==> config.mk <==
export PLATFORM = sky130hd
export DESIGN_NAME = mem_stage_top
export DESIGN_NICKNAME = d
export VERILOG_FILES = /design/src/hw/mem_stage_pkg.sv /design/src/hw/mem_stage_ifc.sv /design/src/hw/mem_decode.sv /design/src/hw/mem_access.sv /design/src/hw/csr_file.sv /design/src/hw/mem_result.sv /design/src/hw/mem_stage_top.sv
export VERILOG_INCLUDE_DIRS = /design/src /design/src/hw
export SDC_FILE = /design/constraint.sdc
export NUM_CORES = 1
export LEC_CHECK = 0
export BUFFER_PORTS_ARGS = -buffer_cell sky130_fd_sc_hd__buf_2
export CORE_ASPECT_RATIO = 1.2
export CORE_MARGIN = 10
export CORE_UTILIZATION = 49
export DETAILED_ROUTE_END_ITERATION = 7
export HOLD_SLACK_MARGIN = 0.06
export PLACE_DENSITY = 0.77
export SKIP_LAST_GASP = 1
export SLEW_MARGIN = 15
export SYNTH_ARGS = -nofsm -noshare
export SYNTH_HDL_FRONTEND = slang
export SYNTH_SLANG_ARGS = --single-unit
==> constraint.sdc <==
create_clock -name clk -period 6.2 [get_ports clk]
set_input_delay 0.93 -clock clk [delete_from_list [all_inputs] [get_ports clk]]
set_output_delay 0.93 -clock clk [all_outputs]
set_load 0.1 [all_outputs]
==> src/hw/mem_stage_cfg.svh <==
// Fixed widths, CSR addresses and CSR contents; include wherever these constants are needed.
`ifndef MEM_STAGE_CFG_SVH
`define MEM_STAGE_CFG_SVH

// Register and data bus width.
`define MEM_XLEN 32

// Machine CSR addresses.
`define CSR_MSCRATCH 12'h340
`define CSR_MTVEC    12'h305
`define CSR_MISA     12'h301
`define CSR_MHARTID  12'hF14

// Read-only CSR contents: RV32I, single hart.
`define MISA_VALUE   32'h4000_0100
`define HART_ID      32'h0000_0000

// Trap vector after reset.
`define MTVEC_RESET  32'h0000_0000

`endif

==> src/hw/mem_stage_pkg.sv <==
// Types shared by the memory stage blocks; modules pull them in with a wildcard import.
`include "mem_stage_cfg.svh"

package mem_stage_pkg;

    // Major opcode field, insn[6:2].
    typedef enum logic [4:0] {
        OP_LOAD   = 5'b00000,
        OP_STORE  = 5'b01000,
        OP_SYSTEM = 5'b11100,
        OP_OTHER  = 5'b11111
    } rv_opcode_t;

    // Matches funct3[1:0] of loads and stores.
    typedef enum logic [1:0] {
        SIZE_BYTE = 2'b00,
        SIZE_HALF = 2'b01,
        SIZE_WORD = 2'b10,
        SIZE_BAD  = 2'b11
    } access_size_t;

    // Matches funct3[1:0] of the CSR instructions.
    typedef enum logic [1:0] {
        CSR_NONE  = 2'b00,
        CSR_WRITE = 2'b01,
        CSR_SET   = 2'b10,
        CSR_CLEAR = 2'b11
    } csr_op_t;

    typedef enum logic [1:0] {
        KIND_PASS  = 2'b00,
        KIND_LOAD  = 2'b01,
        KIND_STORE = 2'b10,
        KIND_CSR   = 2'b11
    } mem_kind_t;

    // Causes raised here; upstream codes travel as raw values.
    typedef enum logic [3:0] {
        CAUSE_ILLEGAL     = 4'd2,
        CAUSE_LOAD_ALIGN  = 4'd4,
        CAUSE_STORE_ALIGN = 4'd6
    } trap_cause_t;

    typedef struct packed {
        mem_kind_t             kind;
        access_size_t          size;
        logic                  is_signed;
        csr_op_t               csr_op;
        logic [11:0]           csr_addr;
        logic [`MEM_XLEN-1:0]  csr_mask;
        logic                  csr_write;
        logic [`MEM_XLEN-1:0]  addr;
        logic [`MEM_XLEN-1:0]  wdata;
        logic [31:1]           pc;
        logic [31:0]           insn;
        logic                  use_rd;
        logic                  trap;
        logic [3:0]            cause;
    } mem_op_t;

endpackage

==> src/hw/mem_stage_ifc.sv <==
// Data bus and CSR bus interfaces that connect the memory stage blocks.
`include "mem_stage_cfg.svh"

interface data_bus_if;
    // Word address, the two low bits are carried by the lane mask.
    logic [29:0]           addr;
    logic                  re;
    logic [3:0]            we;
    logic [`MEM_XLEN-1:0]  wdata;
    // Valid the cycle after ready completes a read.
    logic [`MEM_XLEN-1:0]  rdata;
    logic                  ready;

    modport master (
        output addr, re, we, wdata,
        input  rdata, ready
    );

    modport mon (
        input addr, re, we, wdata, rdata, ready
    );
endinterface

interface csr_bus_if import mem_stage_pkg::*; ();
    logic [11:0]           addr;
    csr_op_t               op;
    logic [`MEM_XLEN-1:0]  mask;
    logic                  re;
    logic                  we;
    // Combinational answer for the current address.
    logic [`MEM_XLEN-1:0]  rdata;
    logic                  exists;
    logic                  rdonly;

    modport client (
        output addr, op, mask, re, we,
        input  rdata, exists, rdonly
    );

    modport server (
        input  addr, op, mask, re, we,
        output rdata, exists, rdonly
    );
endinterface

==> src/hw/mem_decode.sv <==
// Stage barrier register with instruction decode; drives the CSR request of the held item.
`include "mem_stage_cfg.svh"

module mem_decode
    import mem_stage_pkg::*;
(
    input  logic                  clk,
    input  logic                  rst,
    input  logic                  in_valid,
    input  logic [31:1]           in_pc,
    input  logic [31:0]           in_insn,
    input  logic                  in_use_rd,
    input  logic [`MEM_XLEN-1:0]  in_rs1_val,
    input  logic [`MEM_XLEN-1:0]  in_rs2_val,
    input  logic                  in_trap,
    input  logic [3:0]            in_cause,
    input  logic                  advance,
    output mem_op_t               op,
    output logic                  op_valid,
    csr_bus_if.client             csr
);
    logic [2:0]  funct3;
    logic [4:0]  rs1_field;
    logic        size_ok;
    logic        csr_req;
    rv_opcode_t  opcode;
    mem_op_t     dec;

    assign funct3    = in_insn[14:12];
    assign rs1_field = in_insn[19:15];

    // LWU, LD and wide or unsigned stores do not exist on RV32.
    assign size_ok = (funct3[1:0] != 2'b11) && (funct3 != 3'b110)
                  && !(opcode == OP_STORE && funct3[2]);

    always_comb begin
        case (in_insn[6:2])
            OP_LOAD:   opcode = OP_LOAD;
            OP_STORE:  opcode = OP_STORE;
            OP_SYSTEM: opcode = OP_SYSTEM;
            default:   opcode = OP_OTHER;
        endcase
    end

    always_comb begin
        dec           = '0;
        dec.size      = size_ok ? access_size_t'(funct3[1:0]) : SIZE_BAD;
        dec.is_signed = !funct3[2];
        dec.csr_addr  = in_insn[31:20];
        // Immediate forms take the zero-extended rs1 field.
        dec.csr_mask  = funct3[2] ? {{(`MEM_XLEN-5){1'b0}}, rs1_field} : in_rs1_val;
        // Set and clear with a zero source are read-only accesses.
        dec.csr_write = (funct3[1:0] == 2'b01) || (rs1_field != 5'd0);
        dec.addr      = in_rs1_val;
        dec.wdata     = in_rs2_val;
        dec.pc        = in_pc;
        dec.insn      = in_insn;
        dec.use_rd    = in_use_rd;
        dec.trap      = in_trap;
        dec.cause     = in_cause;
        case (opcode)
            OP_LOAD:   dec.kind = size_ok ? KIND_LOAD : KIND_PASS;
            OP_STORE:  dec.kind = size_ok ? KIND_STORE : KIND_PASS;
            OP_SYSTEM: dec.kind = (funct3[1:0] != 2'b00) ? KIND_CSR : KIND_PASS;
            default:   dec.kind = KIND_PASS;
        endcase
        dec.csr_op = (dec.kind == KIND_CSR) ? csr_op_t'(funct3[1:0]) : CSR_NONE;
    end

    always_ff @(posedge clk) begin
        if (rst) begin
            op_valid <= 1'b0;
        end else if (advance) begin
            op_valid <= in_valid;
        end
    end

    always_ff @(posedge clk) begin
        if (advance) begin
            op <= dec;
        end
    end

    // No CSR side effects for a trapped item.
    assign csr_req  = op_valid && (op.kind == KIND_CSR) && !op.trap;
    assign csr.addr = op.csr_addr;
    assign csr.op   = op.csr_op;
    assign csr.mask = op.csr_mask;
    assign csr.re   = csr_req;
    assign csr.we   = csr_req && op.csr_write;
endmodule

==> src/hw/mem_access.sv <==
// Load and store execution on the data bus: lane steering, alignment check and load extension.
`include "mem_stage_cfg.svh"

module mem_access
    import mem_stage_pkg::*;
(
    input  logic                  clk,
    input  logic                  rst,
    input  mem_op_t               op,
    input  logic                  op_valid,
    output logic                  misalign,
    output logic [`MEM_XLEN-1:0]  load_data,
    output logic                  done,
    data_bus_if.master            bus
);
    logic                  is_mem;
    logic                  aligned;
    logic                  req;
    logic [3:0]            lanes;
    logic                  rsp_valid;
    access_size_t          rsp_size;
    logic                  rsp_signed;
    logic [1:0]            rsp_lo;
    logic [7:0]            rsp_byte;
    logic [15:0]           rsp_half;

    assign is_mem = op_valid && (op.kind == KIND_LOAD || op.kind == KIND_STORE);

    // Alignment and lane mask from size and low address bits.
    always_comb begin
        case (op.size)
            SIZE_BYTE: begin
                aligned  = 1'b1;
                lanes    = 4'b0001 << op.addr[1:0];
                bus.wdata = {4{op.wdata[7:0]}};
            end
            SIZE_HALF: begin
                aligned  = !op.addr[0];
                lanes    = op.addr[1] ? 4'b1100 : 4'b0011;
                bus.wdata = {2{op.wdata[15:0]}};
            end
            SIZE_WORD: begin
                aligned  = (op.addr[1:0] == 2'b00);
                lanes    = 4'b1111;
                bus.wdata = op.wdata;
            end
            default: begin
                aligned  = 1'b0;
                lanes    = 4'b0000;
                bus.wdata = op.wdata;
            end
        endcase
    end

    assign misalign = is_mem && !aligned;
    assign req      = is_mem && aligned && !op.trap;

    // The decode register holds the item, so the request is stable while stalled.
    assign bus.addr = op.addr[31:2];
    assign bus.re   = req && (op.kind == KIND_LOAD);
    assign bus.we   = (req && op.kind == KIND_STORE) ? lanes : 4'b0000;

    assign done = !req || bus.ready;

    // Response state for the read completing this cycle.
    always_ff @(posedge clk) begin
        if (rst) begin
            rsp_valid <= 1'b0;
        end else begin
            rsp_valid <= bus.re && bus.ready;
        end
    end

    always_ff @(posedge clk) begin
        if (bus.re && bus.ready) begin
            rsp_size   <= op.size;
            rsp_signed <= op.is_signed;
            rsp_lo     <= op.addr[1:0];
        end
    end

    // Lane select.
    always_comb begin
        case (rsp_lo)
            2'b00:   rsp_byte = bus.rdata[7:0];
            2'b01:   rsp_byte = bus.rdata[15:8];
            2'b10:   rsp_byte = bus.rdata[23:16];
            default: rsp_byte = bus.rdata[31:24];
        endcase
        rsp_half = rsp_lo[1] ? bus.rdata[31:16] : bus.rdata[15:0];
    end

    // Sign or zero extension.
    always_comb begin
        if (!rsp_valid) begin
            load_data = '0;
        end else begin
            case (rsp_size)
                SIZE_BYTE: load_data = {{24{rsp_signed && rsp_byte[7]}}, rsp_byte};
                SIZE_HALF: load_data = {{16{rsp_signed && rsp_half[15]}}, rsp_half};
                SIZE_WORD: load_data = bus.rdata;
                default:   load_data = '0;
            endcase
        end
    end
endmodule

==> src/hw/csr_file.sv <==
// Machine CSR file with combinational read and read-modify-write on commit.
`include "mem_stage_cfg.svh"

module csr_file
    import mem_stage_pkg::*;
(
    input  logic       clk,
    input  logic       rst,
    input  logic       commit,
    csr_bus_if.server  csr
);
    logic [`MEM_XLEN-1:0] mscratch;
    logic [`MEM_XLEN-1:0] mtvec;
    logic [`MEM_XLEN-1:0] new_val;
    logic                 wr_en;

    // Address decode.
    always_comb begin
        csr.exists = 1'b1;
        csr.rdonly = 1'b0;
        case (csr.addr)
            `CSR_MSCRATCH: csr.rdata = mscratch;
            `CSR_MTVEC:    csr.rdata = mtvec;
            `CSR_MISA: begin
                csr.rdata  = `MISA_VALUE;
                csr.rdonly = 1'b1;
            end
            `CSR_MHARTID: begin
                csr.rdata  = `HART_ID;
                csr.rdonly = 1'b1;
            end
            default: begin
                csr.rdata  = '0;
                csr.exists = 1'b0;
            end
        endcase
    end

    always_comb begin
        case (csr.op)
            CSR_WRITE: new_val = csr.mask;
            CSR_SET:   new_val = csr.rdata | csr.mask;
            CSR_CLEAR: new_val = csr.rdata & ~csr.mask;
            default:   new_val = csr.rdata;
        endcase
    end

    // Illegal writes leave the file untouched.
    assign wr_en = commit && csr.re && csr.we && csr.exists && !csr.rdonly;

    always_ff @(posedge clk) begin
        if (rst) begin
            mscratch <= '0;
            mtvec    <= `MTVEC_RESET;
        end else if (wr_en) begin
            if (csr.addr == `CSR_MSCRATCH) begin
                mscratch <= new_val;
            end
            if (csr.addr == `CSR_MTVEC) begin
                mtvec <= new_val;
            end
        end
    end
endmodule

==> src/hw/mem_result.sv <==
// Result register of the memory stage: trap priority, write-back select and output valid.
`include "mem_stage_cfg.svh"

module mem_result
    import mem_stage_pkg::*;
(
    input  logic                  clk,
    input  logic                  rst,
    input  mem_op_t               op,
    input  logic                  op_valid,
    input  logic                  misalign,
    input  logic [`MEM_XLEN-1:0]  load_data,
    input  logic                  done,
    output logic                  advance,
    output logic                  out_valid,
    output logic [31:1]           out_pc,
    output logic [31:0]           out_insn,
    output logic                  out_use_rd,
    output logic [`MEM_XLEN-1:0]  out_rd_val,
    output logic                  out_trap,
    output logic [3:0]            out_cause,
    output logic                  busy,
    csr_bus_if.client             csr
);
    logic                 csr_illegal;
    logic                 trap;
    logic [3:0]           cause;
    logic [`MEM_XLEN-1:0] value;
    logic                 load_q;
    logic [`MEM_XLEN-1:0] value_q;

    assign advance = done;
    assign busy    = !done;

    assign csr_illegal = (op.kind == KIND_CSR)
                      && (!csr.exists || (op.csr_write && csr.rdonly));

    // Upstream trap wins, then alignment, then CSR access.
    always_comb begin
        trap  = 1'b1;
        cause = op.cause;
        if (op.trap) begin
            cause = op.cause;
        end else if (misalign) begin
            cause = (op.kind == KIND_STORE) ? CAUSE_STORE_ALIGN : CAUSE_LOAD_ALIGN;
        end else if (csr_illegal) begin
            cause = CAUSE_ILLEGAL;
        end else begin
            trap = 1'b0;
        end
    end

    // CSR instructions return the old value.
    assign value = (op.kind == KIND_CSR) ? csr.rdata : op.addr;

    always_ff @(posedge clk) begin
        if (rst) begin
            out_valid <= 1'b0;
        end else begin
            out_valid <= advance && op_valid;
        end
    end

    always_ff @(posedge clk) begin
        if (advance && op_valid) begin
            out_pc     <= op.pc;
            out_insn   <= op.insn;
            out_use_rd <= op.use_rd;
            out_trap   <= trap;
            out_cause  <= cause;
            value_q    <= value;
            load_q     <= (op.kind == KIND_LOAD) && !trap;
        end
    end

    // Load data arrives in the output cycle itself.
    assign out_rd_val = load_q ? load_data : value_q;
endmodule

==> src/hw/mem_stage_top.sv <==
// Memory stage top level; plain ports for the pipeline and the external data bus.
`include "mem_stage_cfg.svh"

module mem_stage_top
    import mem_stage_pkg::*;
(
    input  logic                  clk,
    input  logic                  rst,
    input  logic                  in_valid,
    input  logic [31:1]           in_pc,
    input  logic [31:0]           in_insn,
    input  logic                  in_use_rd,
    input  logic [`MEM_XLEN-1:0]  in_rs1_val,
    input  logic [`MEM_XLEN-1:0]  in_rs2_val,
    input  logic                  in_trap,
    input  logic [3:0]            in_cause,
    output logic                  out_valid,
    output logic [31:1]           out_pc,
    output logic [31:0]           out_insn,
    output logic                  out_use_rd,
    output logic [`MEM_XLEN-1:0]  out_rd_val,
    output logic                  out_trap,
    output logic [3:0]            out_cause,
    output logic                  busy,
    output logic [29:0]           dbus_addr,
    output logic                  dbus_re,
    output logic [3:0]            dbus_we,
    output logic [`MEM_XLEN-1:0]  dbus_wdata,
    input  logic [`MEM_XLEN-1:0]  dbus_rdata,
    input  logic                  dbus_ready
);
    mem_op_t              op;
    logic                 op_valid;
    logic                 advance;
    logic                 misalign;
    logic                 done;
    logic [`MEM_XLEN-1:0] load_data;

    data_bus_if dbus ();
    csr_bus_if  csr_bus ();

    assign dbus_addr  = dbus.addr;
    assign dbus_re    = dbus.re;
    assign dbus_we    = dbus.we;
    assign dbus_wdata = dbus.wdata;
    assign dbus.rdata = dbus_rdata;
    assign dbus.ready = dbus_ready;

    mem_decode u_decode (
        .clk, .rst, .in_valid, .in_pc, .in_insn, .in_use_rd,
        .in_rs1_val, .in_rs2_val, .in_trap, .in_cause,
        .advance, .op, .op_valid, .csr(csr_bus.client)
    );

    mem_access u_access (
        .clk, .rst, .op, .op_valid, .misalign, .load_data, .done,
        .bus(dbus.master)
    );

    // CSR writes land on the edge that moves the item into the result register.
    csr_file u_csr (
        .clk, .rst, .commit(advance), .csr(csr_bus.server)
    );

    mem_result u_result (
        .clk, .rst, .op, .op_valid, .misalign, .load_data, .done,
        .advance, .out_valid, .out_pc, .out_insn, .out_use_rd, .out_rd_val,
        .out_trap, .out_cause, .busy, .csr(csr_bus.client)
    );
endmodule

Word-level counts from Yosys, hierarchy flattened --
Cells that the tools add are included.
Word-level totals: bits in registers 359, bits of input ports 169, logic and storage cells 135
Operators by class: equality and inequality tests 24, shifts and indexed selects 1, muxes and demuxes 28, bitwise gates (word level) 3, reduce and logical (&&, ||, !) cells 49
Operators with widths (count):
- 32-bit case mux with 3 select lines | 3
- 32-bit 2-to-1 mux | 3
- 32-bit case mux with 2 select lines | 1
- 12-bit by 10-bit equality test with 1-bit output, second input constant | 3
- 32-bit AND | 1
- 32-bit NOT | 1
- 32-bit OR | 1
- 8-bit case mux with 3 select lines | 1
- 1-bit logical AND | 23
- 4-bit 2-to-1 mux | 5
- 2-bit equality test, second input constant | 8
- 16-bit 2-to-1 mux | 1
- 5-bit case mux with 3 select lines | 1
- 12-bit equality test, second input constant | 1
- 2-bit by 1-bit equality test with 1-bit output, second input constant | 6
- 4-bit case mux with 3 select lines | 1
- 5-bit by 4-bit equality test with 1-bit output, second input constant | 2
- 5-bit equality test, second input constant | 2
- 1-bit logical NOT | 10
- 5-bit logical NOT | 2
- 2-bit logical NOT | 4
- 1-bit 2-to-1 mux | 6
- 2-bit 2-to-1 mux | 3
- 2-bit case mux with 3 select lines | 1
- 11 further kinds | 15

Depth between registers and ports, before layout --
Gate-level depths: netlist of run 1.
depth in word-level cells 12, gate-level depth with buffers 8, mapped depth without buffers 7

Worst setup path before layout of run 1 --
No wires, ideal clock.
kind register to register, start point reg, netlist name u_decode.op[183], end point reg, netlist name u_decode.csr.mask[0], library setup time 806 ps, data arrival time 7553 ps, required time 5394 ps, path slack -2159 ps, stages on the path, launching flop included 7, period minus slack after synthesis 8359 ps, path through edfxtp_1 -> inv_1 -> ha_1 -> nor2b_1 -> nor2b_1 -> nor3b_1 -> inv_1
Between the ends: cells in the longest elaborated chain, start to end 7, elaborated cells on any way between the ends 8
RTL lines:
- 2-bit by 1-bit equality test with 1-bit output or 2-bit equality test (tied branches) | line mem_access.sv:27 | assign is_mem = op_valid && (op.kind == KIND_LOAD || op.kind == KIND_STORE);
- 1-bit logical OR * | line mem_access.sv:27
- 1-bit logical AND * | line mem_access.sv:27
- 1-bit logical AND * (2 in a row) | line mem_access.sv:56 | assign req = is_mem && aligned && !op.trap;
- 1-bit logical NOT * | line mem_access.sv:63 | assign done = !req || bus.ready;
- 1-bit logical OR * | line mem_access.sv:63
Every way passes the cells marked *; elsewhere a longest branch is shown, timed or not. A chain may end at the register's enable or synchronous reset.

Final worst setup path of run 1 --
start point reg u_access.rsp_lo[1], end point out out_rd_val[29]
Between the ends: cells in the longest elaborated chain, start to end 6, elaborated cells on any way between the ends 10
RTL lines:
- start, declared | line mem_access.sv:23 | logic [1:0] rsp_lo;
- start signal, assigned | line mem_access.sv:78 | rsp_lo <= op.addr[1:0];
- 2-bit equality test, or another cell as far along | line mem_access.sv:84 | case (rsp_lo)
- 8-bit case mux with 3 select lines | line mem_access.sv:84
- 1-bit logical AND | line mem_access.sv:99 | SIZE_BYTE: load_data = {{24{rsp_signed && rsp_byte[7]}}, rsp_byte};
- 32-bit case mux with 3 select lines * | line mem_access.sv:98 | case (rsp_size)
- 32-bit 2-to-1 mux * | line mem_access.sv:95 | if (!rsp_valid) begin
- 32-bit 2-to-1 mux * | line mem_result.sv:77 | assign out_rd_val = load_q ? load_data : value_q;
- end, declared | line mem_stage_top.sv:21 | output logic [`MEM_XLEN-1:0] out_rd_val,
Marks and branches as above.

==> results by group, run 1 <==
Global route
  – Initial antenna violation count: 6
  – GRT Total Usage: 0.209
  – Largest net degree at the start of global routing: roughly 100
  – Number of global-route vias before repair: just over 10000
  – Remaining Overflow, GRT: 0
  – First-pass GRT wire length: 60.7 mm

Setup path
  – CP Max Fanout: 25
  – WP data required: approximately 5.3 ns
  – Worst EP arrival: around 3.5 ns
  – Startpoint types: flip-flop
  – Endpoint class of the critical path: output pin
  – Crit Path Category: flip-flop to output pin

Status
  – Status: finished, final reports clean

Timing
  – Fin. max-slew vios: 0
  – Fmax: 225 MHz
  – Clk_skew: just over 0.02 ns
  – Worst hold margin: between 0.4 and 0.5 ns
  – Fin crit period: ~4.4 ns
  – Final TNS setup: 0 ns
  – Max-slew headroom: 0.244
  – Tcrit/Tclk final: 0.715
  – Worst Tran Pin Value: roughly 1.1 ns
  – Final worst slack: approximately 1.8 ns
  – Final Hold Viols: 0
  – RSZ-0062 raised after global routing: false
  – # setup viols final: 0

Synthesis
  – Leading cell types by count after synthesis: edfxtp_1 (280), nor2_1 (83), dfxtp_1 (67)
  – YS warnings: 0
  – Synth Area in Compound Gates: 0.165
  – Flop and latch count out of synthesis: between 300 and 400
  – FFs w/ async S/R, synth: 0
  – Most area-hungry cell type in the Yosys netlist: edfxtp_1
  – Syn Area/Cell: 13.5 um2
  – Post-synth top flop: edfxtp_1
  – Simple-Gate Fraction of Synth Area: 0.0699
  – Largest family of logic cells by synthesized area: compound AO/OA/AOI/OAI gates
  – Post-synthesis net count: roughly 1300
  – Synth Instances: ~1100
  – Mux cell area share after synthesis: 0.0438
  – Count leader, synth: edfxtp_1
  – Synth Area in Adders: 0.00256
  – Fraction of the yosys area taken by sequential cells: 0.665
  – Synth top area cells: edfxtp_1 (57%), dfxtp_1 (9.1%), a211oi_2 (2.5%)
  – EDFF count, synth: 280
  – Xor/xnor share of the synthesized area: 0.000597
  – Synth top area share: 0.573
  – Cell area after synthesis: approximately 0.015 mm2
  – Unique masters post-synth: between 50 and 60

Clock network
  – CTS buffer count: 35
  – H-Tree Level Count: 2
  – Setup Buffers After CTS: 0
  – Clk sinks: 347
  – Post-cts resize count: 0
  – Clock slew at reported path FFs: 0.06 ns
  – Hold_buf cts: 0
  – Worst skew pair latency: about 0.54 ns
  – CTS tree: yes
  – Root Driver: clkbuf_16
  – Longest Clk Path Bufs: 3

Power
  – Net Sw Power: approximately 1.5 mW
  – Power density over the cells: between 300 and 400 mW/mm2
  – Clk pwr share: 0.389
  – Leak: between 6 and 7 nW
  – Combinational share of power: 0.122
  – Peak VDD IR: between 200 and 300 uV
  – Switching Fraction: 0.272
  – Sequential share of power: 0.489
  – Cell Int Power: roughly 4.0 mW

Cells and area
  – Share of layout cells above drive strength 1: 0.351
  – Area grow syn2layout: 19.8%
  – Nets: between 1500 and 2000
  – Multi-input logic area: about 0.0042 mm2
  – Design Area, Final: between 0.015 and 0.02 mm2
  – # fillers: 2349
  – Final std cells w/o fill: between 1500 and 2000
  – Register area: 0.00975 mm2

Placement
  – Global placement routability congestion: slightly above 0.9
  – Area post-placement: 0.0164 mm2
  – Placed insts: 1717
  – HPWL after DPL: between 20 and 30 mm
  – Place WS: about 2.4 ns
  – PortBufs: 338

Flow run
  – Max-cap check violation count: 0

Floorplan
  – # rows: a little under 70
  – I/O Pins: ~340
  – Chip height: 210 um
  – Starting Density: 0.495
  – Die width: about 180 um
  – Die area: between 0.03 and 0.04 mm2
  – Core outline area: ~0.03 mm2

Route
  – Via Count: about 10000
  – Initial drt markers: around 740
  – Drt pass-1 iters: 5
  – Post-route ant nets: 0
  – WL per Instance: 22.5 um
  – DRC: 0
  – Drt total wl: about 40 mm
  – Drt via density: approximately 5.7

Hold path
  – Hold Crit Class: flip-flop to flip-flop
==> cells by family after synthesis <==
family,Yosys count
flops,347
xor+xnor,1
buf+inv,155
compound gates,312
fa+ha+maj,3
simple gates,213
mux,52
==> power by group through the flow <==
stage                     clock, mW  combinational [mW]  sequential (mW)
after floorplan                   0               0.389             2.83
after global placement            0               0.661             2.71
after detailed placement          0               0.667             2.71
after CTS                      2.15               0.668             2.66
after global routing           2.24               0.690             2.67
final                          2.12               0.664             2.66
==> sequential cells by signal (all words and copies together), names as in the netlist <==
register and count:
u_access.rsp_valid 1, u_decode.csr.op 2, u_result.value_q 32, u_result.load_q 1, u_access.rsp_lo 2, u_result.out_valid 1, u_result.out_use_rd 1, u_csr.mscratch 32
u_csr.mtvec 32, u_result.out_pc 31, u_result.out_cause 4, u_decode.csr.mask 32, u_decode.op_valid 1, u_decode.op 139, u_access.rsp_size 2, u_access.rsp_signed 1
u_result.out_insn 32, u_result.out_trap 1
==> critical path, stage by stage, from the launching register on <==
cell,delay (ns)
edfxtp_1,1.10
mux2i_1,0.34
a2111oi_4,0.88
a221o_1,0.22
buf_2,0.43
==> layout make-up <==
type,instances,area share
Multi-Input combinational cell,581,0.237
Inverter,43,0.00947
Sequential cell,347,0.555
Clock inverter,21,0.0132
Timing Repair Buffer,356,0.104
Antenna cell,2,0.000285
Tap cell,390,0.0278
Clock buffer,41,0.0535
==> per-stage QoR <==
stage	utilization	power [mW]
3_5_place_dp	0.554	3.38
4_1_cts	0.593	5.48
5_1_grt	0.593	5.60
6_report	0.594	5.44
3_3_place_gp	0.554	3.37
2_1_floorplan	-	3.22
==> placed cells by master (no fill, tap or decap), types with 5 or more instances in the layout <==
master,Yosys,layout
a221oi_1,9,9
nand2_1,58,58
a211oi_1,7,7
clkinv_2,0,6
a21oi_1,37,37
edfxtp_1,280,280
o31ai_1,33,33
dfxtp_1,67,67
a211oi_2,29,29
nand2b_1,8,8
o21ai_0,30,30
o2bb2ai_1,39,39
a22oi_1,39,39
mux2_2,28,28
nor2b_1,37,36
mux2i_1,17,17
nor2_1,83,82
buf_2,17,338
o211ai_1,32,32
mux4_2,7,7
inv_1,43,42
a221o_1,18,18
clkbuf_16,0,36
buf_4,41,18
and2_1,5,5
o22ai_1,32,32
==> per-layer routing <==
metal,track usage,part of all wire
met5,0,0.00097
met4,0.0656,0.025
met2,0.358,0.50
met1,0.243,0.38
met3,0.0659,0.098
==> path summary, 6_finish.rpt <==
path,startpoint,to,slack [ns],cells past startpoint
max,u_access.rsp_lo[1]$_DFFE_PP_,out_rd_val[29],1.77,4
min,u_decode.op[10]$_DFFE_PN_,u_result.out_insn[4]$_DFFE_PP_,0.42,0
max reg2reg,u_decode.op[181]$_SDFFCE_PN1N_,u_decode.csr.mask[18]$_SDFFCE_PP0N_,2.93,5
min reg2reg,u_decode.op[10]$_DFFE_PN_,u_result.out_insn[4]$_DFFE_PP_,0.42,0
Power figures use the tool's default switching activity.
==> run 2, diff against run 1 <==
- clock period: 6.2 -> 4.06 ns (I/O delays scaled with it)
==> results by group, run 2 (synthesis results as in run 1) <==
Route
  – Post-route ant nets: 0
  – Via Count: 10200
  – Drt pass-1 iters: 5
  – Initial drt markers: around 840
  – Drt via density: between 5 and 6
  – WL per Instance: between 20 and 25 um
  – DRC: 0
  – Drt total wl: ~40 mm

Timing
  – Final worst slack: ~0.24 ns
  – Final Hold Viols: 0
  – RSZ-0062 raised after global routing: false
  – Max-slew headroom: 0.363
  – # setup viols final: 0
  – Clk_skew: 0.0174 ns
  – Tcrit/Tclk final: 0.940
  – Fin. max-slew vios: 0
  – Worst Tran Pin Value: 0.954 ns
  – Fmax: around 260 MHz
  – Final TNS setup: 0 ns
  – Fin crit period: 3.82 ns

Power
  – Leak: around 6.6 nW
  – Switching Fraction: 0.275
  – Sequential share of power: 0.491
  – Power density over the cells: around 470 mW/mm2
  – Combinational share of power: 0.123
  – Peak VDD IR: 438 uV
  – Cell Int Power: roughly 6 mW
  – Clk pwr share: 0.386
  – Net Sw Power: 2.28 mW

Setup path
  – CP Max Fanout: 16
  – Endpoint class of the critical path: output pin
  – Crit Path Category: flip-flop to output pin
  – Reg2reg path depth: 7
  – Crit path to: out_rd_val[31]
  – Slowest CP cell: a2111oi_4
  – R2R Path End: u_csr.mscratch[17]$_SDFFE_PP0P_
  – Max incr delay on CP: just under 1 ns
  – Crit-path cells: nand2_1 -> nand3_1 -> a2111oi_4 -> a221o_1 -> buf_2
  – WP data required: 3.45 ns
  – CP Buf/Inv Count: 1
  – Instance count on the critical path: 5
  – Reg2reg start: u_decode.op[184]$_DFFE_PN_
  – CP Launch Point: u_access.rsp_size[0]$_DFFE_PP_
  – Worst EP arrival: 3.21 ns
  – FF-to-FF setup slack: 1.31 ns
  – Startpoint types: flip-flop
  – Delay-heaviest family, CP: compound AO/OA/AOI/OAI gates

Floorplan
  – # rows: 69
  – Starting Density: 0.495
  – Chip height: between 200 and 250 um
  – Die width: around 180 um
  – Core outline area: between 0.02 and 0.03 mm2
  – I/O Pins: between 300 and 400
  – Die area: between 0.03 and 0.04 mm2

Status
  – Status: finished, final reports clean

Global route
  – GRT Total Usage: 0.208
  – Number of global-route vias before repair: 10400
  – Largest net degree at the start of global routing: between 100 and 150
  – First-pass GRT wire length: 60.3 mm
  – Initial antenna violation count: 7
  – Remaining Overflow, GRT: 0

Clock network
  – Worst skew pair latency: 0.53 ns
  – Clock slew at reported path FFs: ~0.06 ns
  – H-Tree Level Count: 2
  – Clk sinks: 347
  – CTS buffer count: 35
  – CTS tree: yes
  – Post-cts resize count: 0
  – Setup Buffers After CTS: 0
  – Hold_buf cts: 0
  – Longest Clk Path Bufs: 3
  – Root Driver: clkbuf_16

Hold path
  – Hold Path Stages: 1
  – Hold Crit Class: input pin to flip-flop

Placement
  – HPWL after DPL: around 28 mm
  – Placed insts: around 1700
  – PortBufs: about 340
  – Global placement routability congestion: roughly 0.89
  – Place WS: 0.864 ns

Cells and area
  – Largest register FFs: about 140
  – Most frequent cells in the layout: buf_2 (335), edfxtp_1 (280), nor2_1 (82)
  – Nets: approximately 1500
  – Area grow syn2layout: 20.3%
  – Final std cells w/o fill: approximately 1800
  – Biggest register: u_decode.op
  – Commonest non-fill, non-tap cell in the layout: buf_2
  – Share of layout cells above drive strength 1: 0.352

Flow run
  – Max-cap check violation count: 0
[run 2: cell count changes in the layout (fill, tap and decap cells not counted), sizes merged]
cell,before,now
buf,356,360
inv,45,46
clkinvlp,4,3
clkinv,12,14
[run 2: stage by stage]
step	utilization	hold slack [ns]	cell area [um2]	power, mW
after floorplan	-	0.400	14700	4.92
after global placement	0.557	0.400	16500	5.15
after detailed placement	0.557	0.405	16500	5.17
after CTS	0.596	0.217	17600	8.37
after global routing	0.596	0.219	17600	8.55
final	0.596	0.243	17600	8.28
[run 2: cell type report]
cell class | instances | area [um2]
Sequential cell | 347 | 9750
Clock buffer | 41 | 898
Fill cell | 2321 | 12000
Clock inverter | 23 | 244
Multi-Input combinational cell | 581 | 4180
Tap cell | 390 | 488
Timing Repair Buffer | 360 | 1910
Inverter | 43 | 165
Antenna cell | 2 | 5.00
[run 2: power groups by stage]
stage	clock, mW	combinational, mW	sequential, mW
after detailed placement	0	1.03	4.14
after global placement	0	1.02	4.13
after global routing	3.41	1.06	4.07
after CTS	3.27	1.03	4.06
final	3.20	1.02	4.06
after floorplan	0	0.595	4.32
[run 2: worst min-delay path by stage]
stage                                     to                  startpoint
2_1_floorplan  u_access.rsp_signed$_DFFE_PP_  u_decode.op[180]$_DFFE_PN_
3_3_place_gp   u_result.out_pc[29]$_DFFE_PP_   u_decode.op[66]$_DFFE_PN_
3_5_place_dp   u_result.out_pc[15]$_DFFE_PP_   u_decode.op[52]$_DFFE_PN_
4_1_cts            u_decode.op[38]$_DFFE_PN_                    in_pc[1]
5_1_grt             u_decode.op[3]$_DFFE_PN_                 in_cause[3]
6_report           u_decode.op[51]$_DFFE_PN_                   in_pc[14]
[run 2: worst register-to-register path: stages, from the launching register on]
cell      delay, ns
edfxtp_1       0.38
ha_1           0.52
and4b_1        0.29
nand4_2        0.16
a211oi_4       0.23
buf_4          0.69
nor2_1         0.16
a211oi_2       0.24
[run 2: routing by layer]
metal / vias up / global-route usage / wire length [um]
li1: 4692 / - / -
met1: 4936 / 0.246 / 14900
met2: 492 / 0.343 / 19600
met3: 86 / 0.0733 / 4300
met4: 10 / 0.0699 / 1090
met5: - / 0 / 50
